===== config.mk =====
export PLATFORM = sky130hd
export DESIGN_NAME = board_inputs
export DESIGN_NICKNAME = d
export VERILOG_FILES = /design/src/board_cfg_pkg.sv /design/src/board_io_pkg.sv /design/src/board_inputs.sv /design/src/game_reset_gen.sv /design/src/input_mapper.sv /design/src/key_events.sv /design/src/joy_conditioner.sv
export SDC_FILE = /design/constraint.sdc
export NUM_CORES = 1
export LEC_CHECK = 0
export CORE_AREA = 3 3 149 79
export DETAILED_ROUTE_END_ITERATION = 8
export DIE_AREA = 0 0 152 82
export DONT_BUFFER_PORTS = 1
export GPL_ROUTABILITY_DRIVEN = 0
export PLACE_DENSITY_LB_ADDON = 0.3
export RECOVER_POWER = 25
export SLEW_MARGIN = 20
export SYNTH_ARGS = -nofsm -noshare
export SYNTH_HDL_FRONTEND = slang
export SYNTH_SLANG_ARGS = --single-unit

===== constraint.sdc =====
create_clock -name clk_sys -period 2.8 [get_ports clk_sys]
set_input_delay 0.42 -clock clk_sys [delete_from_list [all_inputs] [get_ports clk_sys]]
set_output_delay 0.42 -clock clk_sys [all_outputs]
set_load 0.01 [all_outputs]

===== src/board_cfg_pkg.sv =====
// ==========================================================================
// Widths, bit positions and player count of the board input system
// Direction bits sit at 0 to 3 in the order right, left, down, up
// Start, coin and pause positions assume a two-button game and
// move up by one for every extra button
// ==========================================================================
`default_nettype none

package board_cfg_pkg;

    localparam int NUM_PLAYERS = 4;     // Joystick ports on the board
    localparam int BOARD_JOY_W = 16;    // Bits per board joystick
    localparam int GAME_JOY_W  = 10;    // Bits per game joystick
    localparam int GFX_LAYERS  = 4;

    // Direction field
    localparam int DIR_W     = 4;
    localparam int DIR_RIGHT = 0;
    localparam int DIR_LEFT  = 1;
    localparam int DIR_DOWN  = 2;
    localparam int DIR_UP    = 3;

    // Buttons, fire keys and the rest above the directions
    localparam int UPPER_W = BOARD_JOY_W - DIR_W;

    // Positions for BUTTONS == 2
    localparam int START_BASE = 6;
    localparam int COIN_BASE  = 7;
    localparam int PAUSE_BASE = 8;

endpackage

`default_nettype wire

===== src/board_io_pkg.sv =====
// ==========================================================================
// Bundled joystick, key and player control signals
// All key and joystick bits are active high here
// Inversion for active-low games happens only at the game outputs
// ==========================================================================
`default_nettype none

package board_io_pkg;

    // One board joystick with the directions in the low bits
    typedef struct packed {
        logic [board_cfg_pkg::UPPER_W-1:0] upper;
        logic [board_cfg_pkg::DIR_W-1:0]   dir;
    } board_joy_t;

    // All players with index 0 as player 1
    typedef struct packed {
        board_joy_t [board_cfg_pkg::NUM_PLAYERS-1:0] joy;
    } board_joy_arr_t;

    typedef struct packed {
        logic [board_cfg_pkg::NUM_PLAYERS-1:0][board_cfg_pkg::GAME_JOY_W-1:0] joy;
    } game_joy_arr_t;

    // Decoded key levels from the keyboard side
    typedef struct packed {
        logic                                 pause;
        logic                                 reset;
        logic                                 service;
        logic [board_cfg_pkg::GFX_LAYERS-1:0] gfx;
    } key_state_t;

    // Same layout as key_state_t with one-cycle pulses except service
    typedef struct packed {
        logic                                 pause;
        logic                                 reset;
        logic                                 service;   // Level rather than a pulse
        logic [board_cfg_pkg::GFX_LAYERS-1:0] gfx;
    } key_event_t;

    typedef struct packed {
        logic [board_cfg_pkg::NUM_PLAYERS-1:0] start;
        logic [board_cfg_pkg::NUM_PLAYERS-1:0] coin;
        logic                                  service;
    } player_ctrl_t;

    typedef enum logic [1:0] {
        RST_IDLE,   // System reset seen
        RST_HOLD,   // Counting out the stretch
        RST_RUN     // Game running
    } rst_state_e;

endpackage

`default_nettype wire


===== src/board_inputs.sv =====
// ==========================================================================
// Player input and game reset block of the board wrapper
// Single clock domain, synchronous active-high reset
// Joystick and key paths take three cycles to the game outputs
// A key reset press reaches game_rst four cycles later
// ==========================================================================
`timescale 1ns/1ps
`default_nettype none

module board_inputs #(
    parameter int BUTTONS         = 2,
    parameter bit ACTIVE_LOW      = 1'b1,
    parameter int RST_HOLD_CYCLES = 255
) (
    input  logic                                 clk_sys,
    input  logic                                 rst,
    input  board_io_pkg::board_joy_arr_t         board_joy,
    input  board_io_pkg::key_state_t             keys,
    input  logic                                 en_4way,
    input  logic                                 rotate_en,
    input  logic                                 rst_req,
    input  logic                                 downloading,
    output board_io_pkg::game_joy_arr_t          game_joy,
    output board_io_pkg::player_ctrl_t           player_ctrl,
    output logic                                 game_pause,
    output logic [board_cfg_pkg::GFX_LAYERS-1:0] gfx_en,
    output logic                                 game_rst
);
    import board_io_pkg::*;

    board_joy_arr_t joy_cond;
    key_event_t     key_evt;
    logic           soft_rst;   // One-cycle pulse from the reset key

    joy_conditioner u_joy_cond (
        .clk_sys   (clk_sys),
        .rst       (rst),
        .en_4way   (en_4way),
        .board_joy (board_joy),
        .joy_cond  (joy_cond)
    );

    key_events u_key_events (
        .clk_sys (clk_sys),
        .rst     (rst),
        .keys    (keys),
        .key_evt (key_evt)
    );

    input_mapper #(
        .BUTTONS    (BUTTONS),
        .ACTIVE_LOW (ACTIVE_LOW)
    ) u_mapper (
        .clk_sys     (clk_sys),
        .rst         (rst),
        .rotate_en   (rotate_en),
        .downloading (downloading),
        .joy_cond    (joy_cond),
        .key_evt     (key_evt),
        .game_joy    (game_joy),
        .player_ctrl (player_ctrl),
        .game_pause  (game_pause),
        .gfx_en      (gfx_en),
        .soft_rst    (soft_rst)
    );

    game_reset_gen #(
        .RST_HOLD_CYCLES (RST_HOLD_CYCLES)
    ) u_game_rst (
        .clk_sys     (clk_sys),
        .rst         (rst),
        .rst_req     (rst_req),
        .downloading (downloading),
        .soft_rst    (soft_rst),
        .game_rst    (game_rst)
    );

endmodule

`default_nettype wire


===== src/game_reset_gen.sv =====
// ==========================================================================
// Game reset stretcher
// Causes are system reset, reset request, ROM download and soft reset
// game_rst rises the cycle after a cause and drops RST_HOLD_CYCLES
// cycles after the last cycle a cause was seen
// RST_HOLD_CYCLES must be at least 1
// ==========================================================================
`timescale 1ns/1ps
`default_nettype none

module game_reset_gen #(
    parameter int RST_HOLD_CYCLES = 255
) (
    input  logic clk_sys,
    input  logic rst,
    input  logic rst_req,
    input  logic downloading,
    input  logic soft_rst,
    output logic game_rst
);
    import board_io_pkg::*;

    localparam int                CNT_W    = $clog2(RST_HOLD_CYCLES + 1);
    localparam logic [CNT_W-1:0]  LAST_CNT = CNT_W'(RST_HOLD_CYCLES - 1);

    rst_state_e       state;
    logic [CNT_W-1:0] hold_cnt;   // Cycles since the last cause
    logic             cause;

    assign cause = rst_req | downloading | soft_rst;

    always_ff @(posedge clk_sys) begin
        if (rst) begin
            state    <= RST_IDLE;
            hold_cnt <= '0;
        end else if (cause) begin
            state    <= RST_HOLD;   // Restart the stretch
            hold_cnt <= '0;
        end else begin
            case (state)
                RST_IDLE, RST_HOLD: begin
                    if (hold_cnt == LAST_CNT) begin
                        state <= RST_RUN;
                    end else begin
                        state    <= RST_HOLD;
                        hold_cnt <= hold_cnt + 1'b1;
                    end
                end
                default: state <= RST_RUN;
            endcase
        end
    end

    assign game_rst = (state != RST_RUN);

endmodule

`default_nettype wire


===== src/input_mapper.sv =====
// ==========================================================================
// Maps conditioned joysticks and key events onto the game inputs
// All outputs are registered
// With ACTIVE_LOW set the joysticks, start, coin and service idle at ones
// Rotation swaps right with left and up with down before inversion
// Pause is forced off during ROM download
// ==========================================================================
`timescale 1ns/1ps
`default_nettype none

module input_mapper #(
    parameter int BUTTONS    = 2,
    parameter bit ACTIVE_LOW = 1'b1
) (
    input  logic                                 clk_sys,
    input  logic                                 rst,
    input  logic                                 rotate_en,
    input  logic                                 downloading,
    input  board_io_pkg::board_joy_arr_t         joy_cond,
    input  board_io_pkg::key_event_t             key_evt,
    output board_io_pkg::game_joy_arr_t          game_joy,
    output board_io_pkg::player_ctrl_t           player_ctrl,
    output logic                                 game_pause,
    output logic [board_cfg_pkg::GFX_LAYERS-1:0] gfx_en,
    output logic                                 soft_rst
);
    import board_cfg_pkg::*;
    import board_io_pkg::*;

    localparam int START_BIT = START_BASE + BUTTONS - 2;
    localparam int COIN_BIT  = COIN_BASE + BUTTONS - 2;
    localparam int PAUSE_BIT = PAUSE_BASE + BUTTONS - 2;

    localparam logic [GAME_JOY_W-1:0]  JOY_INV  = {GAME_JOY_W{ACTIVE_LOW}};
    localparam logic [NUM_PLAYERS-1:0] CTRL_INV = {NUM_PLAYERS{ACTIVE_LOW}};

    game_joy_arr_t          joy_next;
    logic [NUM_PLAYERS-1:0] start_raw;
    logic [NUM_PLAYERS-1:0] coin_raw;
    logic                   joy_pause;
    logic                   joy_pause_last;

    function automatic logic [GAME_JOY_W-1:0] map_joy(input board_joy_t raw, input logic rot);
        logic [GAME_JOY_W-1:0] j;
        j = raw[GAME_JOY_W-1:0];
        if (rot) begin
            j[DIR_RIGHT] = raw[DIR_LEFT];
            j[DIR_LEFT]  = raw[DIR_RIGHT];
            j[DIR_DOWN]  = raw[DIR_UP];
            j[DIR_UP]    = raw[DIR_DOWN];
        end
        return j ^ JOY_INV;
    endfunction

    always_comb begin
        for (int p = 0; p < NUM_PLAYERS; p++) begin
            joy_next.joy[p] = map_joy(joy_cond.joy[p], rotate_en);
            start_raw[p]    = joy_cond.joy[p][START_BIT];
            coin_raw[p]     = joy_cond.joy[p][COIN_BIT];
        end
    end

    // Either of the first two players can pause
    assign joy_pause = joy_cond.joy[0][PAUSE_BIT] | joy_cond.joy[1][PAUSE_BIT];

    always_ff @(posedge clk_sys) begin
        if (rst) begin
            game_joy            <= {NUM_PLAYERS{JOY_INV}};
            player_ctrl.start   <= CTRL_INV;
            player_ctrl.coin    <= CTRL_INV;
            player_ctrl.service <= ACTIVE_LOW;
            game_pause          <= 1'b0;
            gfx_en              <= '1;     // All layers on
            soft_rst            <= 1'b0;
            joy_pause_last      <= 1'b0;
        end else begin
            game_joy            <= joy_next;
            player_ctrl.start   <= start_raw ^ CTRL_INV;
            player_ctrl.coin    <= coin_raw ^ CTRL_INV;
            player_ctrl.service <= key_evt.service ^ ACTIVE_LOW;
            joy_pause_last      <= joy_pause;
            soft_rst            <= key_evt.reset;
            gfx_en              <= gfx_en ^ key_evt.gfx;   // Toggle per pulse

            if (downloading) begin
                game_pause <= 1'b0;
            end else if (key_evt.pause || (joy_pause && !joy_pause_last)) begin
                game_pause <= ~game_pause;
            end
        end
    end

endmodule

`default_nettype wire


===== src/key_events.sv =====
// ==========================================================================
// Edge detection for the debug and control keys
// Keys are decoded levels in the clk_sys domain
// Pulses and the service level come out two cycles after the key
// ==========================================================================
`timescale 1ns/1ps
`default_nettype none

module key_events (
    input  logic                     clk_sys,
    input  logic                     rst,
    input  board_io_pkg::key_state_t keys,
    output board_io_pkg::key_event_t key_evt
);
    import board_io_pkg::*;

    key_state_t key_smp;     // Current sample
    key_state_t key_last;    // Sample one cycle older

    always_ff @(posedge clk_sys) begin
        if (rst) begin
            key_smp  <= '0;
            key_last <= '0;
            key_evt  <= '0;
        end else begin
            key_smp  <= keys;
            key_last <= key_smp;

            // Rising edges only
            key_evt.pause   <= key_smp.pause & ~key_last.pause;
            key_evt.reset   <= key_smp.reset & ~key_last.reset;
            key_evt.gfx     <= key_smp.gfx & ~key_last.gfx;
            key_evt.service <= key_smp.service;   // Held level
        end
    end

endmodule

`default_nettype wire


===== src/joy_conditioner.sv =====
// ==========================================================================
// Board joystick conditioning for all players
// Two register stages for sampling and filtering
// In 4-way mode a diagonal or any multi-direction press keeps the last
// accepted direction, so at most one direction bit reaches the game
// Board inputs must already be in the clk_sys domain or slow enough
// for a single sampling register
// ==========================================================================
`timescale 1ns/1ps
`default_nettype none

module joy_conditioner (
    input  logic                         clk_sys,
    input  logic                         rst,
    input  logic                         en_4way,
    input  board_io_pkg::board_joy_arr_t board_joy,
    output board_io_pkg::board_joy_arr_t joy_cond
);
    import board_cfg_pkg::*;
    import board_io_pkg::*;

    board_joy_arr_t joy_sync;    // Sampling stage
    board_joy_arr_t joy_filt;    // Filter stage
    logic [NUM_PLAYERS-1:0] dir_ok;

    // First stage copies the board pins
    always_ff @(posedge clk_sys) begin
        if (rst) begin
            joy_sync <= '0;
        end else begin
            joy_sync <= board_joy;
        end
    end

    // Zero or one direction pressed counts as a clean 4-way input
    always_comb begin
        for (int p = 0; p < NUM_PLAYERS; p++) begin
            dir_ok[p] = !en_4way || $onehot0(joy_sync.joy[p].dir);
        end
    end

    always_ff @(posedge clk_sys) begin
        if (rst) begin
            joy_filt <= '0;
        end else begin
            for (int p = 0; p < NUM_PLAYERS; p++) begin
                joy_filt.joy[p].upper <= joy_sync.joy[p].upper;   // Keeps alignment
                if (dir_ok[p]) begin
                    joy_filt.joy[p].dir <= joy_sync.joy[p].dir;
                end
            end
        end
    end

    assign joy_cond = joy_filt;

endmodule

`default_nettype wire


### Yosys cells after proc, flatten, opt, wreduce, memory -nomap -nowiden

Cells that the tools add are included.

* bitwise operators: 19
* $add $sub $neg: 13
* reductions and logical operators: 13
* mux-type cells: 7
* equal/unequal tests: 3
* $lt $le $gt $ge: 4

Operators by type and width (number)
* NOT 10 bit: 4
* adder 1 x 1 -> 2 bit: 8
* 2-to-1 mux 4 bit: 4
* adder 3 bit: 4
* less-or-equal comparator 3 x 1 -> 1 bit (second input constant): 4
* NOT 4 bit: 3
* adder 8 x 1 -> 8 bit (second input constant): 1
* equality test 8 bit (second input constant): 1
* OR reduction 2 bit: 3
* logical OR 1 bit: 5
* NOT 1 bit: 5
* AND 4 bit: 1
* 2-to-1 mux 2 bit: 2
* XOR 4 bit: 1
* bitwise OR 1 bit: 3
* AND 1 bit: 2
* equality test 2 x 1 -> 1 bit (second input constant): 1
* zero test 1 bit: 2
* zero test 2 bit: 1
* inequality test 2 bit (second input constant): 1
* AND reduction 2 bit: 1
* logical AND 1 bit: 1
* 2-to-1 mux 1 bit: 1

* bits of input ports: 77
* output and inout port bits: 55
* register bits: 166

### Longest topological paths before layout

Gate-level depths: netlist (run 1).

* depth in word-level cells: 4
* mapped depth: 7
* mapped depth without buffers: 7

### Hierarchy

A second synthesis (run 1) with hierarchy kept.

* cells, all modules: 560
* area total of the unflattened synthesis: 6523.8 sq um

Modules (own cells, without submodules)
* joy_conditioner: times used 1, seq. area each 2562.5 sq um, cells an instance 328, area each 3826.2 sq um
* input_mapper: times used 1, seq. area each 960.9 sq um, cells an instance 136, area each 1591.5 sq um
* key_events: times used 1, seq. area each 400.4 sq um, cells an instance 42, area each 601.8 sq um
* game_reset_gen: times used 1, seq. area each 200.2 sq um, cells an instance 54, area each 504.2 sq um

### Worst setup path before layout (run 1)

OpenSTA, ideal clock, no wires.

* path kind: reg2reg
* start point: reg u_joy_cond.joy_sync[18] in the netlist's numbering
* end point: reg u_joy_cond.joy_filt, in the netlist u_joy_cond.joy_cond[19]
* clock period less this slack: 1.972 ns
* data required time: 2.672 ns
* cell stages (with the launch flop): 8
* library setup time: 0.128 ns
* arrival time: 1.844 ns
* slack: 0.828 ns
* cell sequence: dfxtp_1 -> ha_1 -> ha_1 -> inv_1 -> fa_1 -> a21boi_1 -> mux2i_1 -> nor2_1

* cells in the longest elaborated chain, start to end: 4

RTL lines
* start: declaration: line joy_conditioner.sv:22 `board_joy_arr_t joy_sync;`
* start signal: assignment: line joy_conditioner.sv:31 `joy_sync <= board_joy;`
* adder 1 x 1 -> 2 bit (not written as such): line joy_conditioner.sv:38 `dir_ok[p] = !en_4way || $onehot0(joy_sync.joy[p].dir);`
* adder 3 bit (not written as such): line joy_conditioner.sv:38
* less-or-equal comparator 3 x 1 -> 1 bit (not written as such): line joy_conditioner.sv:38
* logical OR 1 bit: line joy_conditioner.sv:38
* end: declaration: line joy_conditioner.sv:23 `board_joy_arr_t joy_filt;`

No other way between the ends.
A chain may end at the register's enable or synchronous reset.

### Final worst setup path (run 1)

* start point: reg u_joy_cond.joy_sync[0] in the netlist's numbering
* end point: reg u_joy_cond.joy_filt, in the netlist u_joy_cond.joy_cond[2]

The elaborated chain is that of the path after synthesis.

==> summary.md, run 1 <==
| Metric | Value |
|---|---|
| Status | `completed` |
| Post-CTS sizing | `0` |
| RSZ-0062 raised after global routing | `no` |
| Number of nets still failing antenna checks after routing | `0` |
| Worst-case reg-to-reg path depth | `7` |
| Distinct cells, synth | `39` |
| Routed Wire Length | `7.91 mm` |
| CP max-delay cell | `a21boi_1` |
| VDD IR max | `roughly 0.47 mV` |
| Startpoint Class | `flop` |
| Fillers | `929` |
| Clock-pin slew on the worst setup and hold paths | `around 60 ps` |
| Crit path time final | `2130 ps` |
| CP Capture Type | `flop` |
| Internal | `0.00380 W` |
| Number of global-route vias before repair | `2,658` |
| R2R Setup Slk | `roughly 670 ps` |
| # Max-Cap Violations | `0` |
| Hold_buf cts | `0` |
| Synth Net Count | `543` |
| Drt wl/cell | `13.3 um` |
| Crit-path most repeated cell | `ha_1` |
| Mapped cell area | `5190 um2` |
| Largest net degree at the start of global routing | `145` |
| Worst hold start | `rst` |
| Clk sinks | `158` |
| Post-CTS Setup Bufs | `0` |
| CP Class | `reg2reg` |
| Storage cell area | `approximately 3200 um2` |
| Layout area overhead | `12.3%` |
| Final nets | `between 500 and 600` |
| Clk_lat worst skew | `about 400 ps` |
| CP required | `3100 ps` |
| DRT iter0 DRCs | `86` |
| F_max | `0.470 GHz` |
| CP Max Fanout | `4` |
| Residual DRC count | `0` |
| Fin. Hold Viols | `0` |
| Starting density of the core | `~50%` |
| Rel. slew slack | `41.7%` |
| Part of the Yosys area used for sequential elements | `61.0%` |
| Buffers on Ports | `0` |
| I/O pin cnt | `132` |
| Core ar. | `10,700 um2` |
| Slew Limit Fails | `0` |
| Lkg Pwr | `2.27 nW` |
| # rows | `27` |
| Avg Cell Area, Syn | `11.6 um2` |
| #FFs+latches synth | `158` |
| NetSw | `around 0.0011 W` |
| Worst-margin pin slew | `866 ps` |
| Crit share post-route | `76.0%` |
| Hold Crit Class | `in2reg` |
| Setup TNS Final | `0 ps` |
| Synthesized instance count | `448` |
| Die X-Extent | `approximately 150 um` |
| Reg-to-reg startpoint | `u_joy_cond.joy_sync[0]` |
| Vias | `between 2,000 and 3,000` |
| Crit-path cells | `ha_1 -> ha_1 -> inv_1 -> fa_1 -> a21boi_1 -> mux2i_1 -> nor2_1` |
| Net Sw Frac | `21.8%` |
| PwrDens | `834 nW/um2` |
| DP HPWL | `5.26 mm` |
| Worst setup path start | `u_joy_cond.joy_sync[0]` |
| First-pass GRT wire length | `12.8 mm` |
| Drt first pass iters | `4` |
| TritonCTS clock tree | `yes` |
| Clock H-tree levels | `4` |
| Root buf cell | `clkbuf_16` |
| Ys Warns | `0` |
| WHS Path Cells | `1` |
| Footprint of the multi-input gates | `1820 um2` |
| Vias per cell | `4.65` |
| Worst-case clock buffer depth | `2` |
| Die area | `12,500 um2` |
| Final Skew | `just over 7 ps` |
| CP arrival | `2430 ps` |
| Total CTS buffers | `17` |
| Gate power share | `2.9%` |
| GRT Util Overall | `13.0%` |
| Slowest Stage Delay on Critical Path | `~450 ps` |
| Initial antenna violation count | `1` |
| GR Overflow Total | `0` |
| Post-Route Utilization | `a little over half` |
| Layout cells sized above 1 | `11.1%` |
| Reg power frac | `49.3%` |
| Die H | `82 um` |
| Setup Viol. Count Final | `0` |
| Clk pwr share | `47.8%` |
## flip-flops by register name, summed over array words and instances (netlist names), 2 cells and up
| register | flops |
|---|---|
| u_joy_cond.joy_cond | 40 |
| u_joy_cond.joy_sync | 40 |
| u_mapper.game_joy | 34 |
| u_game_rst.hold_cnt | 8 |
| u_key_events.key_evt | 7 |
| u_key_events.key_smp | 7 |
| u_mapper.player_ctrl | 7 |
| u_key_events.key_last | 6 |
| u_mapper.gfx_en | 4 |
| u_game_rst.state | 2 |
## layout make-up
| class | instances | share of cell area (%) |
|---|---|---|
| Multi-Input combinational cell | 247 | 31.2 |
| Inverter | 14 | 0.902 |
| Tap cell | 145 | 3.12 |
| Clock buffer | 18 | 7.54 |
| Antenna cell | 1 | 0.0430 |
| Clock inverter | 14 | 2.88 |
| Sequential cell | 158 | 54.3 |
## metrics by stage
stage	area (um2)	cells	total power, W	setup WS [ps]	hold WS (ps)
floorplan	5190	448	0.00259	828	356
global placement	5210	564	0.00258	726	359
detailed placement	5210	564	0.00259	683	361
CTS	5820	596	0.00492	682	65.5
global route	5820	597	0.00506	512	53.0
finish	5820	597	0.00486	673	77.1
## per-layer routing
layer / track usage, % / vias up / share of wire [%]
met5: 0 / - / 0
met4: 5.29 / 0 / 1.2
met3: 7.89 / 13 / 9.3
met2: 19.1 / 73 / 43
met1: 15.7 / 1283 / 47
li1: - / 1409 / -
## power groups by stage
stage               Combinational, W  Clock, W  Sequential (W)
floorplan                   0.000161         0         0.00243
global placement            0.000135         0         0.00245
detailed placement          0.000143         0         0.00245
CTS                         0.000144   0.00238         0.00240
global route                0.000162   0.00249         0.00241
finish                      0.000141   0.00232         0.00240
## cells in the mapped netlist (all sizes together)
| library cell | instances | area [um2] |
|---|---|---|
| o21ai | 2 | 10.0 |
| a31oi | 3 | 18.8 |
| nand2 | 5 | 18.8 |
| a21oi | 3 | 15.0 |
| a21o | 1 | 7.51 |
| a21boi | 5 | 37.5 |
| a2111oi | 1 | 27.5 |
| fa | 4 | 80.1 |
| buf | 14 | 97.6 |
| xnor2 | 4 | 35.0 |
| a31o | 2 | 17.5 |
| and3b | 1 | 8.76 |
| and4b | 2 | 20.0 |
| or4 | 1 | 7.51 |
| and3 | 1 | 6.26 |
| nor2 | 18 | 67.6 |
| nor2b | 87 | 544 |
| clkbuf | 15 | 57.6 |
| nand2b | 30 | 188 |
| mux2i | 33 | 330 |
| and4 | 2 | 17.5 |
| or2 | 16 | 100 |
| a311oi | 1 | 8.76 |
| o21a | 1 | 7.51 |
| inv | 14 | 52.6 |
| ha | 14 | 175 |
| dfxtp | 158 | 3160 |
| nand4b | 1 | 8.76 |
| a41oi | 1 | 8.76 |
| nor4 | 2 | 12.5 |
| nor3 | 4 | 20.0 |
| a211oi | 1 | 7.51 |
| o21ba | 1 | 10.0 |
## cell families after synthesis
family                   after synthesis  share of synthesized area (%)
multiplexers                          33                           6.37
AO/OA/AOI/OAI                         22                           3.40
flip-flops                           158                           61.0
XOR/XNOR                               4                          0.675
AND/OR/NAND/NOR                      170                           19.7
adder cells (fa/ha/maj)               18                           4.92
buffers and inverters                 43                           4.00
## critical path, delay by kind of cell, from the launching register on
family / cells / cell delay [ps]
compound gates: 1 / 450
mux: 1 / 250
fa+ha+maj: 3 / 880
simple gates: 1 / 60
flops: 1 / 320
buf+inv: 1 / 70
## worst paths after layout
check                            endpoint
hold reg to reg     u_mapper.game_joy[19]
setup reg to reg   u_joy_cond.joy_cond[2]
hold / removal    u_key_events.key_smp[6]
setup / recovery   u_joy_cond.joy_cond[2]
## cell usage in the layout, fill, tap and decap left out, types with 2 or more instances in the layout
cell type	n
ha_1	14
or2_2	16
a21boi_1	4
xnor2_1	4
inv_6	6
nor4_1	2
bufinv_16	2
clkinvlp_4	2
and4_1	2
mux2i_1	33
clkinv_4	2
nand2_1	5
and4b_1	2
fa_1	4
nor2_1	18
nand2b_1	30
a31oi_1	3
a21oi_1	3
clkbuf_16	17
inv_1	14
dfxtp_1	158
inv_8	2
nor2b_1	87
a31o_1	2
nor3_1	4
Note: power is estimated with default switching activity, not from simulation.
==> run 2, diff against run 1 <==
- clock period: 2.8 -> 1.9 ns (I/O delays scaled with it)
==> run 2 against run 1 <==
Non-clock buffer count up 126. First-iteration DRC count down 15%. Highest routed layer unchanged. Wire length up 25%. Worst setup slack worse by 680 ps. Total power up 54%. Sequential cell count unchanged. Fmax up 11%. Global-route usage up 3.4 points. The flow now finishes with violations (negative hold slack, negative setup slack). Largest power group unchanged. Utilization up 14 points. Clock power up 50%. Critical path depth unchanged.
==> summary.md, run 2 (synthesis gave the netlist of run 1 again) <==
| Metric | Value |
|---|---|
| Status | `finished with violations` |
| Failing checks | `negative hold slack, negative setup slack` |
| CP Buf/Inv Count | `1 (unchanged)` |
| Clock H-tree levels | `4 (unchanged)` |
| NetSw | `0.00160 W (+51%)` |
| # rows | `27 (unchanged)` |
| Die area | `12,500 um2 (unchanged)` |
| Residual DRC count | `0 (unchanged)` |
| Initial antenna violation count | `1 (unchanged)` |
| Number of nets still failing antenna checks after routing | `0 (unchanged)` |
| Crit path time final | `1910 ps (-216 ps)` |
| Total CTS buffers | `17 (unchanged)` |
| CP Max Fanout | `4 (unchanged)` |
| Layout cells sized above 1 | `15.4% (+4.3 points)` |
| CP Capture Type | `flop` |
| Final Skew | `9.10 ps (+2.01 ps)` |
| Worst-margin pin slew | `384 ps (-482 ps)` |
| Clk sinks | `158 (unchanged)` |
| DRT iter0 DRCs | `73 (-15%)` |
| Lkg Pwr | `2.84 nW (+25%)` |
| Crit share post-route | `101% (+25 points)` |
| Fin. Hold Viols | `5 (+5)` |
| Hold WS | `-51.0 ps (-128 ps)` |
| Post-route cell area | `7290 um2 (+25%)` |
| Worst-case clock buffer depth | `2 (unchanged)` |
| Root buf cell | `clkbuf_16` |
| CP required | `2200 ps (-900 ps)` |
| Clk_lat worst skew | `410 ps (about the same)` |
| Routed Wire Length | `9.88 mm (+25%)` |
| Buffers on Ports | `0 (unchanged)` |
| CP delay by family, top | `adder cells` |
| Slew Limit Fails | `0 (unchanged)` |
| CP Class | `reg2reg` |
| Vias per cell | `4.59 (-1.4%)` |
| Reg power frac | `47.5% (-1.8 points)` |
| Drt first pass iters | `6 (+2)` |
| F_max | `0.523 GHz (+11%)` |
| Net Sw Frac | `21.4% (-0.35 points)` |
| Final nets | `659 (+24%)` |
| I/O pin cnt | `132 (unchanged)` |
| # Max-Cap Violations | `0 (unchanged)` |
| Fillers | `765 (-18%)` |
| PwrDens | `1020 nW/um2 (+23%)` |
| Gate power share | `5.8% (+2.9 points)` |
| R2R Setup Slk | `-10 ps (-680 ps)` |
| Hold Crit Class | `in2reg` |
| Vias | `3,317 (+19%)` |
| Total power | `0.00746 W (+54%)` |
| Rel. slew slack | `74.4% (+33 points)` |
| GR Overflow Total | `0 (unchanged)` |
| VDD IR max | `0.668 mV (+42%)` |
| Number of global-route vias before repair | `3,377 (+27%)` |
| Crit-path most repeated cell | `ha_4` |
| CP max-delay cell | `fa_1` |
| Setup Viol. Count Final | `1 (+1)` |
| RSZ-0062 raised after global routing | `yes` |
| Drt wl/cell | `13.7 um (+3.1%)` |
| Clock-pin slew on the worst setup and hold paths | `60 ps (about the same)` |
| Clk pwr share | `46.7% (-1.1 points)` |
| Most frequent cells in the layout | `dfxtp_1, dlygate4sd3_1, nor2b_1` |
| Post-Route Utilization | `68.3% (+14 points)` |
| TritonCTS clock tree | `yes` |
| Core ar. | `10,700 um2 (unchanged)` |
| Slowest Stage Delay on Critical Path | `480 ps (+30 ps)` |
| Die X-Extent | `152 um (unchanged)` |
| First-pass GRT wire length | `16.2 mm (+26%)` |
| Place WS | `-107 ps (-790 ps)` |
| Largest net degree at the start of global routing | `145 (unchanged)` |
| DP HPWL | `5.37 mm (+2.1%)` |
| CP arrival | `2210 ps (-220 ps)` |
| Leading cell type in the layout, fill and taps excluded | `dfxtp_1` |
| Startpoint Class | `flop` |
| Setup slack after layout | `-10.9 ps (-684 ps)` |
| Crit-path cells | `ha_4 -> ha_4 -> inv_2 -> fa_1 -> a21boi_4 -> mux2i_1 -> nor2_1` |
| GRT Util Overall | `16.4% (+3.4 points)` |
| Layout area overhead | `40.6%` |
| Starting density of the core | `48.6% (unchanged)` |
| Placed instance area | `5240 um2 (+0.58%)` |
| Internal | `0.00586 W (+54%)` |
| Die H | `82 um (unchanged)` |
run 2: power groups by stage:
stage	clock (W)	combinational, W	sequential (W)
6_report	0.00349	0.000429	0.00355
5_1_grt	0.00371	0.000475	0.00356
4_1_cts	0.00353	0.000407	0.00354
3_5_place_dp	0	0.000222	0.00361
3_3_place_gp	0	0.000210	0.00360
2_1_floorplan	0	0.000244	0.00358
run 2: final timing paths:
kind                            startpoint                      end  cells past startpoint
hold reg to reg   u_key_events.key_last[0]  u_key_events.key_evt[0]                      1
setup / recovery    u_joy_cond.joy_sync[1]   u_joy_cond.joy_cond[0]                      7
hold / removal                         rst   u_joy_cond.joy_cond[2]                      1
setup reg to reg    u_joy_cond.joy_sync[1]   u_joy_cond.joy_cond[0]                      7
run 2: repair_timing:
| item | 4_1_cts | 5_1_grt |
|---|---|---|
| pin swaps | 12 | 15 |
| resized for setup | 34 | 6 |
| cloned | 0 | 0 |
| hold buffers | 119 | 2 |
| setup endpoints to repair | 16 | 16 |
| buffers inserted | 3 | 0 |
| endpoints found under the hold margin | 135 | 19 |
run 2: metrics by stage:
stage / setup TNS (ps) / hold WS [ps] / cells
5_1_grt: -835 / -76.2 / 723
3_5_place_dp: -1320 / 361 / 566
2_1_floorplan: 0 / 356 / 448
4_1_cts: 0 / -65.4 / 720
6_report: -10.9 / -51.0 / 723
3_3_place_gp: -358 / 356 / 566
run 2: layout make-up:
class / count / area, um2 / share of cell area, %
clock inverter: 13 / 179 / 2.45
sequential: 158 / 3180 / 43.7
multi-input combinational: 247 / 2010 / 27.6
antenna: 1 / 2.50 / 0.0343
inverter: 14 / 52.6 / 0.721
tap: 145 / 181 / 2.49
timing repair buffer: 126 / 1250 / 17.1
clock buffer: 19 / 433 / 5.94
run 2: worst reg2reg max path: stages (launching register included):
cell and delay, ps:
dfxtp_2 340, ha_4 270, ha_4 120, inv_2 30, fa_1 480, a21boi_4 260
mux2i_1 230, nor2_1 60
run 2: per-layer routing:
layer,track usage (%),share of wire (%)
met5,0,0
met4,4.93,0.79
met3,6.42,5.5
met2,27.4,47
met1,20.0,47
==> run 3, diff against run 2 <==
- SETUP_SLACK_MARGIN: not set -> 0.1
==> run 3 against run 2 <==
Critical path depth did not move. Fmax decreased by 0.23%. Clock power up 5%. Total power is 2.5% higher. Register-to-register slack is essentially flat. Highest routed layer unchanged. Clock-buffer cell count is 2 lower. The run ends with negative setup slack left.
==> summary.md, run 3 (synthesis gave the netlist of run 1 again) <==
| Metric | Value |
|---|---|
| Status | `finished with violations` |
| Failing checks | `negative setup slack` |
| Starting density of the core | `48.6% (unchanged)` |
| Total CTS buffers | `17 (unchanged)` |
| Slowest Stage Delay on Critical Path | `490 ps (about the same)` |
| Worst-margin pin slew | `866 ps (+482 ps)` |
| # rows | `27 (unchanged)` |
| Post-route cell area | `7170 um2 (-1.6%)` |
| PwrDens | `1070 nW/um2 (+4.2%)` |
| Final nets | `641 (-2.7%)` |
| TritonCTS clock tree | `yes` |
| Hold Crit Class | `in2reg` |
| Routed Wire Length | `9.58 mm (-3.0%)` |
| Setup Viol. Count Final | `1 (unchanged)` |
| CP max-delay cell | `fa_1` |
| Vias | `3,216 (-3.0%)` |
| Startpoint Class | `flop` |
| Fin. Hold Viols | `0 (-5)` |
| Setup TNS Final | `-15.3 ps (-4.40 ps)` |
| DP HPWL | `5.24 mm (-2.5%)` |
| Slew Limit Fails | `0 (unchanged)` |
| Drt first pass iters | `4 (-2)` |
| F_max | `0.522 GHz (-0.23%)` |
| Clock-pin slew on the worst setup and hold paths | `70 ps (about the same)` |
| Number of global-route vias before repair | `3,208 (-5.0%)` |
| GR Overflow Total | `0 (unchanged)` |
| Clk sinks | `158 (unchanged)` |
| WHS Path Cells | `1 (unchanged)` |
| Most frequent cells in the layout | `dfxtp_1, dlygate4sd3_1, nor2b_1` |
| Crit-path most repeated cell | `ha_4` |
| Layout cells sized above 1 | `15.8% (+0.35 points)` |
| CP arrival | `2210 ps (about the same)` |
| GRT Util Overall | `15.9% (-0.51 points)` |
| Vias per cell | `4.56 (-0.71%)` |
| Layout Cells excl Fill | `706 (-2.4%)` |
| Dpl cells | `564 (-0.35%)` |
| Die X-Extent | `152 um (unchanged)` |
| Crit-path cells | `ha_4 -> ha_4 -> inv_2 -> fa_1 -> a21boi_4 -> mux2i_1 -> nor2_1` |
| Residual DRC count | `0 (unchanged)` |
| Lkg Pwr | `2.84 nW (about the same)` |
| # Max-Cap Violations | `0 (unchanged)` |
| Drt wl/cell | `13.6 um (-0.62%)` |
| DRT iter0 DRCs | `138 (+89%)` |
| Clk_lat worst skew | `400 ps (about the same)` |
| RSZ-0062 raised after global routing | `yes` |
| Post-Route Utilization | `67.2% (-1.1 points)` |
| Die area | `12,500 um2 (unchanged)` |
| Setup slack after layout | `-15.3 ps (-4.40 ps)` |
| CP Capture Type | `flop` |
| First-pass GRT wire length | `15.7 mm (-2.8%)` |
| CP Max Fanout | `4 (unchanged)` |
| Placed instance area | `5400 um2 (+3.0%)` |
| Clock H-tree levels | `4 (unchanged)` |
| Root buf cell | `clkbuf_16` |
| Core ar. | `10,700 um2 (unchanged)` |
| Layout area overhead | `38.3%` |
| CP Class | `reg2reg` |
| Worst-case reg-to-reg path depth | `7 (unchanged)` |
| Final Skew | `7.89 ps (-1.21 ps)` |
| Buffers on Ports | `0 (unchanged)` |
| VDD IR max | `0.650 mV (-2.6%)` |
| Total power | `0.00765 W (+2.5%)` |
| I/O pin cnt | `132 (unchanged)` |
| Number of nets still failing antenna checks after routing | `0 (unchanged)` |
| Die H | `82 um (unchanged)` |
| Leading cell type in the layout, fill and taps excluded | `dfxtp_1` |
| Crit share post-route | `101% (+0.23 points)` |
| Initial antenna violation count | `2 (+1)` |
| Worst-case clock buffer depth | `2 (unchanged)` |
| Largest net degree at the start of global routing | `109 (-25%)` |
| Rel. slew slack | `41.8% (-33 points)` |
| Crit path time final | `1920 ps (+4.40 ps)` |
| CP required | `2190 ps (about the same)` |
run 3: timing repair:
action | 4_1_cts | 5_1_grt
endpoints found under the setup margin | 16 | 16
hold buffers | 106 | 0
pin swaps | 5 | 2
hold endpoints to repair | 134 | 0
gates resized for setup | 4 | 0
buffers inserted | 2 | 0
run 3: critical path: cells and delay by family (launching register included):
family / cells / cell delay [ps]
simple gates: 1 / 60
flops: 1 / 340
buf+inv: 1 / 30
mux: 1 / 240
compound gates: 1 / 260
fa+ha+maj: 3 / 880
run 3: per-stage QoR:
stage	setup slack [ps]	hold slack, ps
after floorplan	92.6	356
after global placement	29.2	357
after detailed placement	-6.16	360
after CTS	-16.2	3.54
after global routing	-110	41.1
final	-15.3	28.9
run 3: metal layers:
metal	GRT usage, %	share of wire (%)	vias to the layer above
met5	0	0	-
li1	-	-	1626
met4	4.30	0.22	0
met2	26.5	48	80
met3	6.84	7.2	2
met1	19.3	45	1508
run 3: cell type report:
| cell class | count | area [um2] |
|---|---|---|
| fill | 792 | 3500 |
| sequential | 158 | 3180 |
| multi-input combinational | 247 | 2010 |
| timing repair buffer | 108 | 1090 |
| clock buffer | 17 | 425 |
| clock inverter | 14 | 226 |
| tap | 145 | 181 |
| inverter | 14 | 52.6 |
| antenna | 3 | 7.51 |
run 3: path summary, 6_finish.rpt:
check | from | slack, ps | end
max | u_joy_cond.joy_sync[17] | -20 | u_joy_cond.joy_cond[16]
max reg2reg | u_joy_cond.joy_sync[17] | -20 | u_joy_cond.joy_cond[16]
min reg2reg | u_joy_cond.joy_cond[6] | 380 | u_mapper.player_ctrl[5]
min | rst | 30 | u_mapper.game_joy[18]
run 3: power breakdown:
part           switching (W)  internal [W]
Combinational       0.000134      0.000286
Clock                0.00142       0.00226
Sequential         0.0000902       0.00346
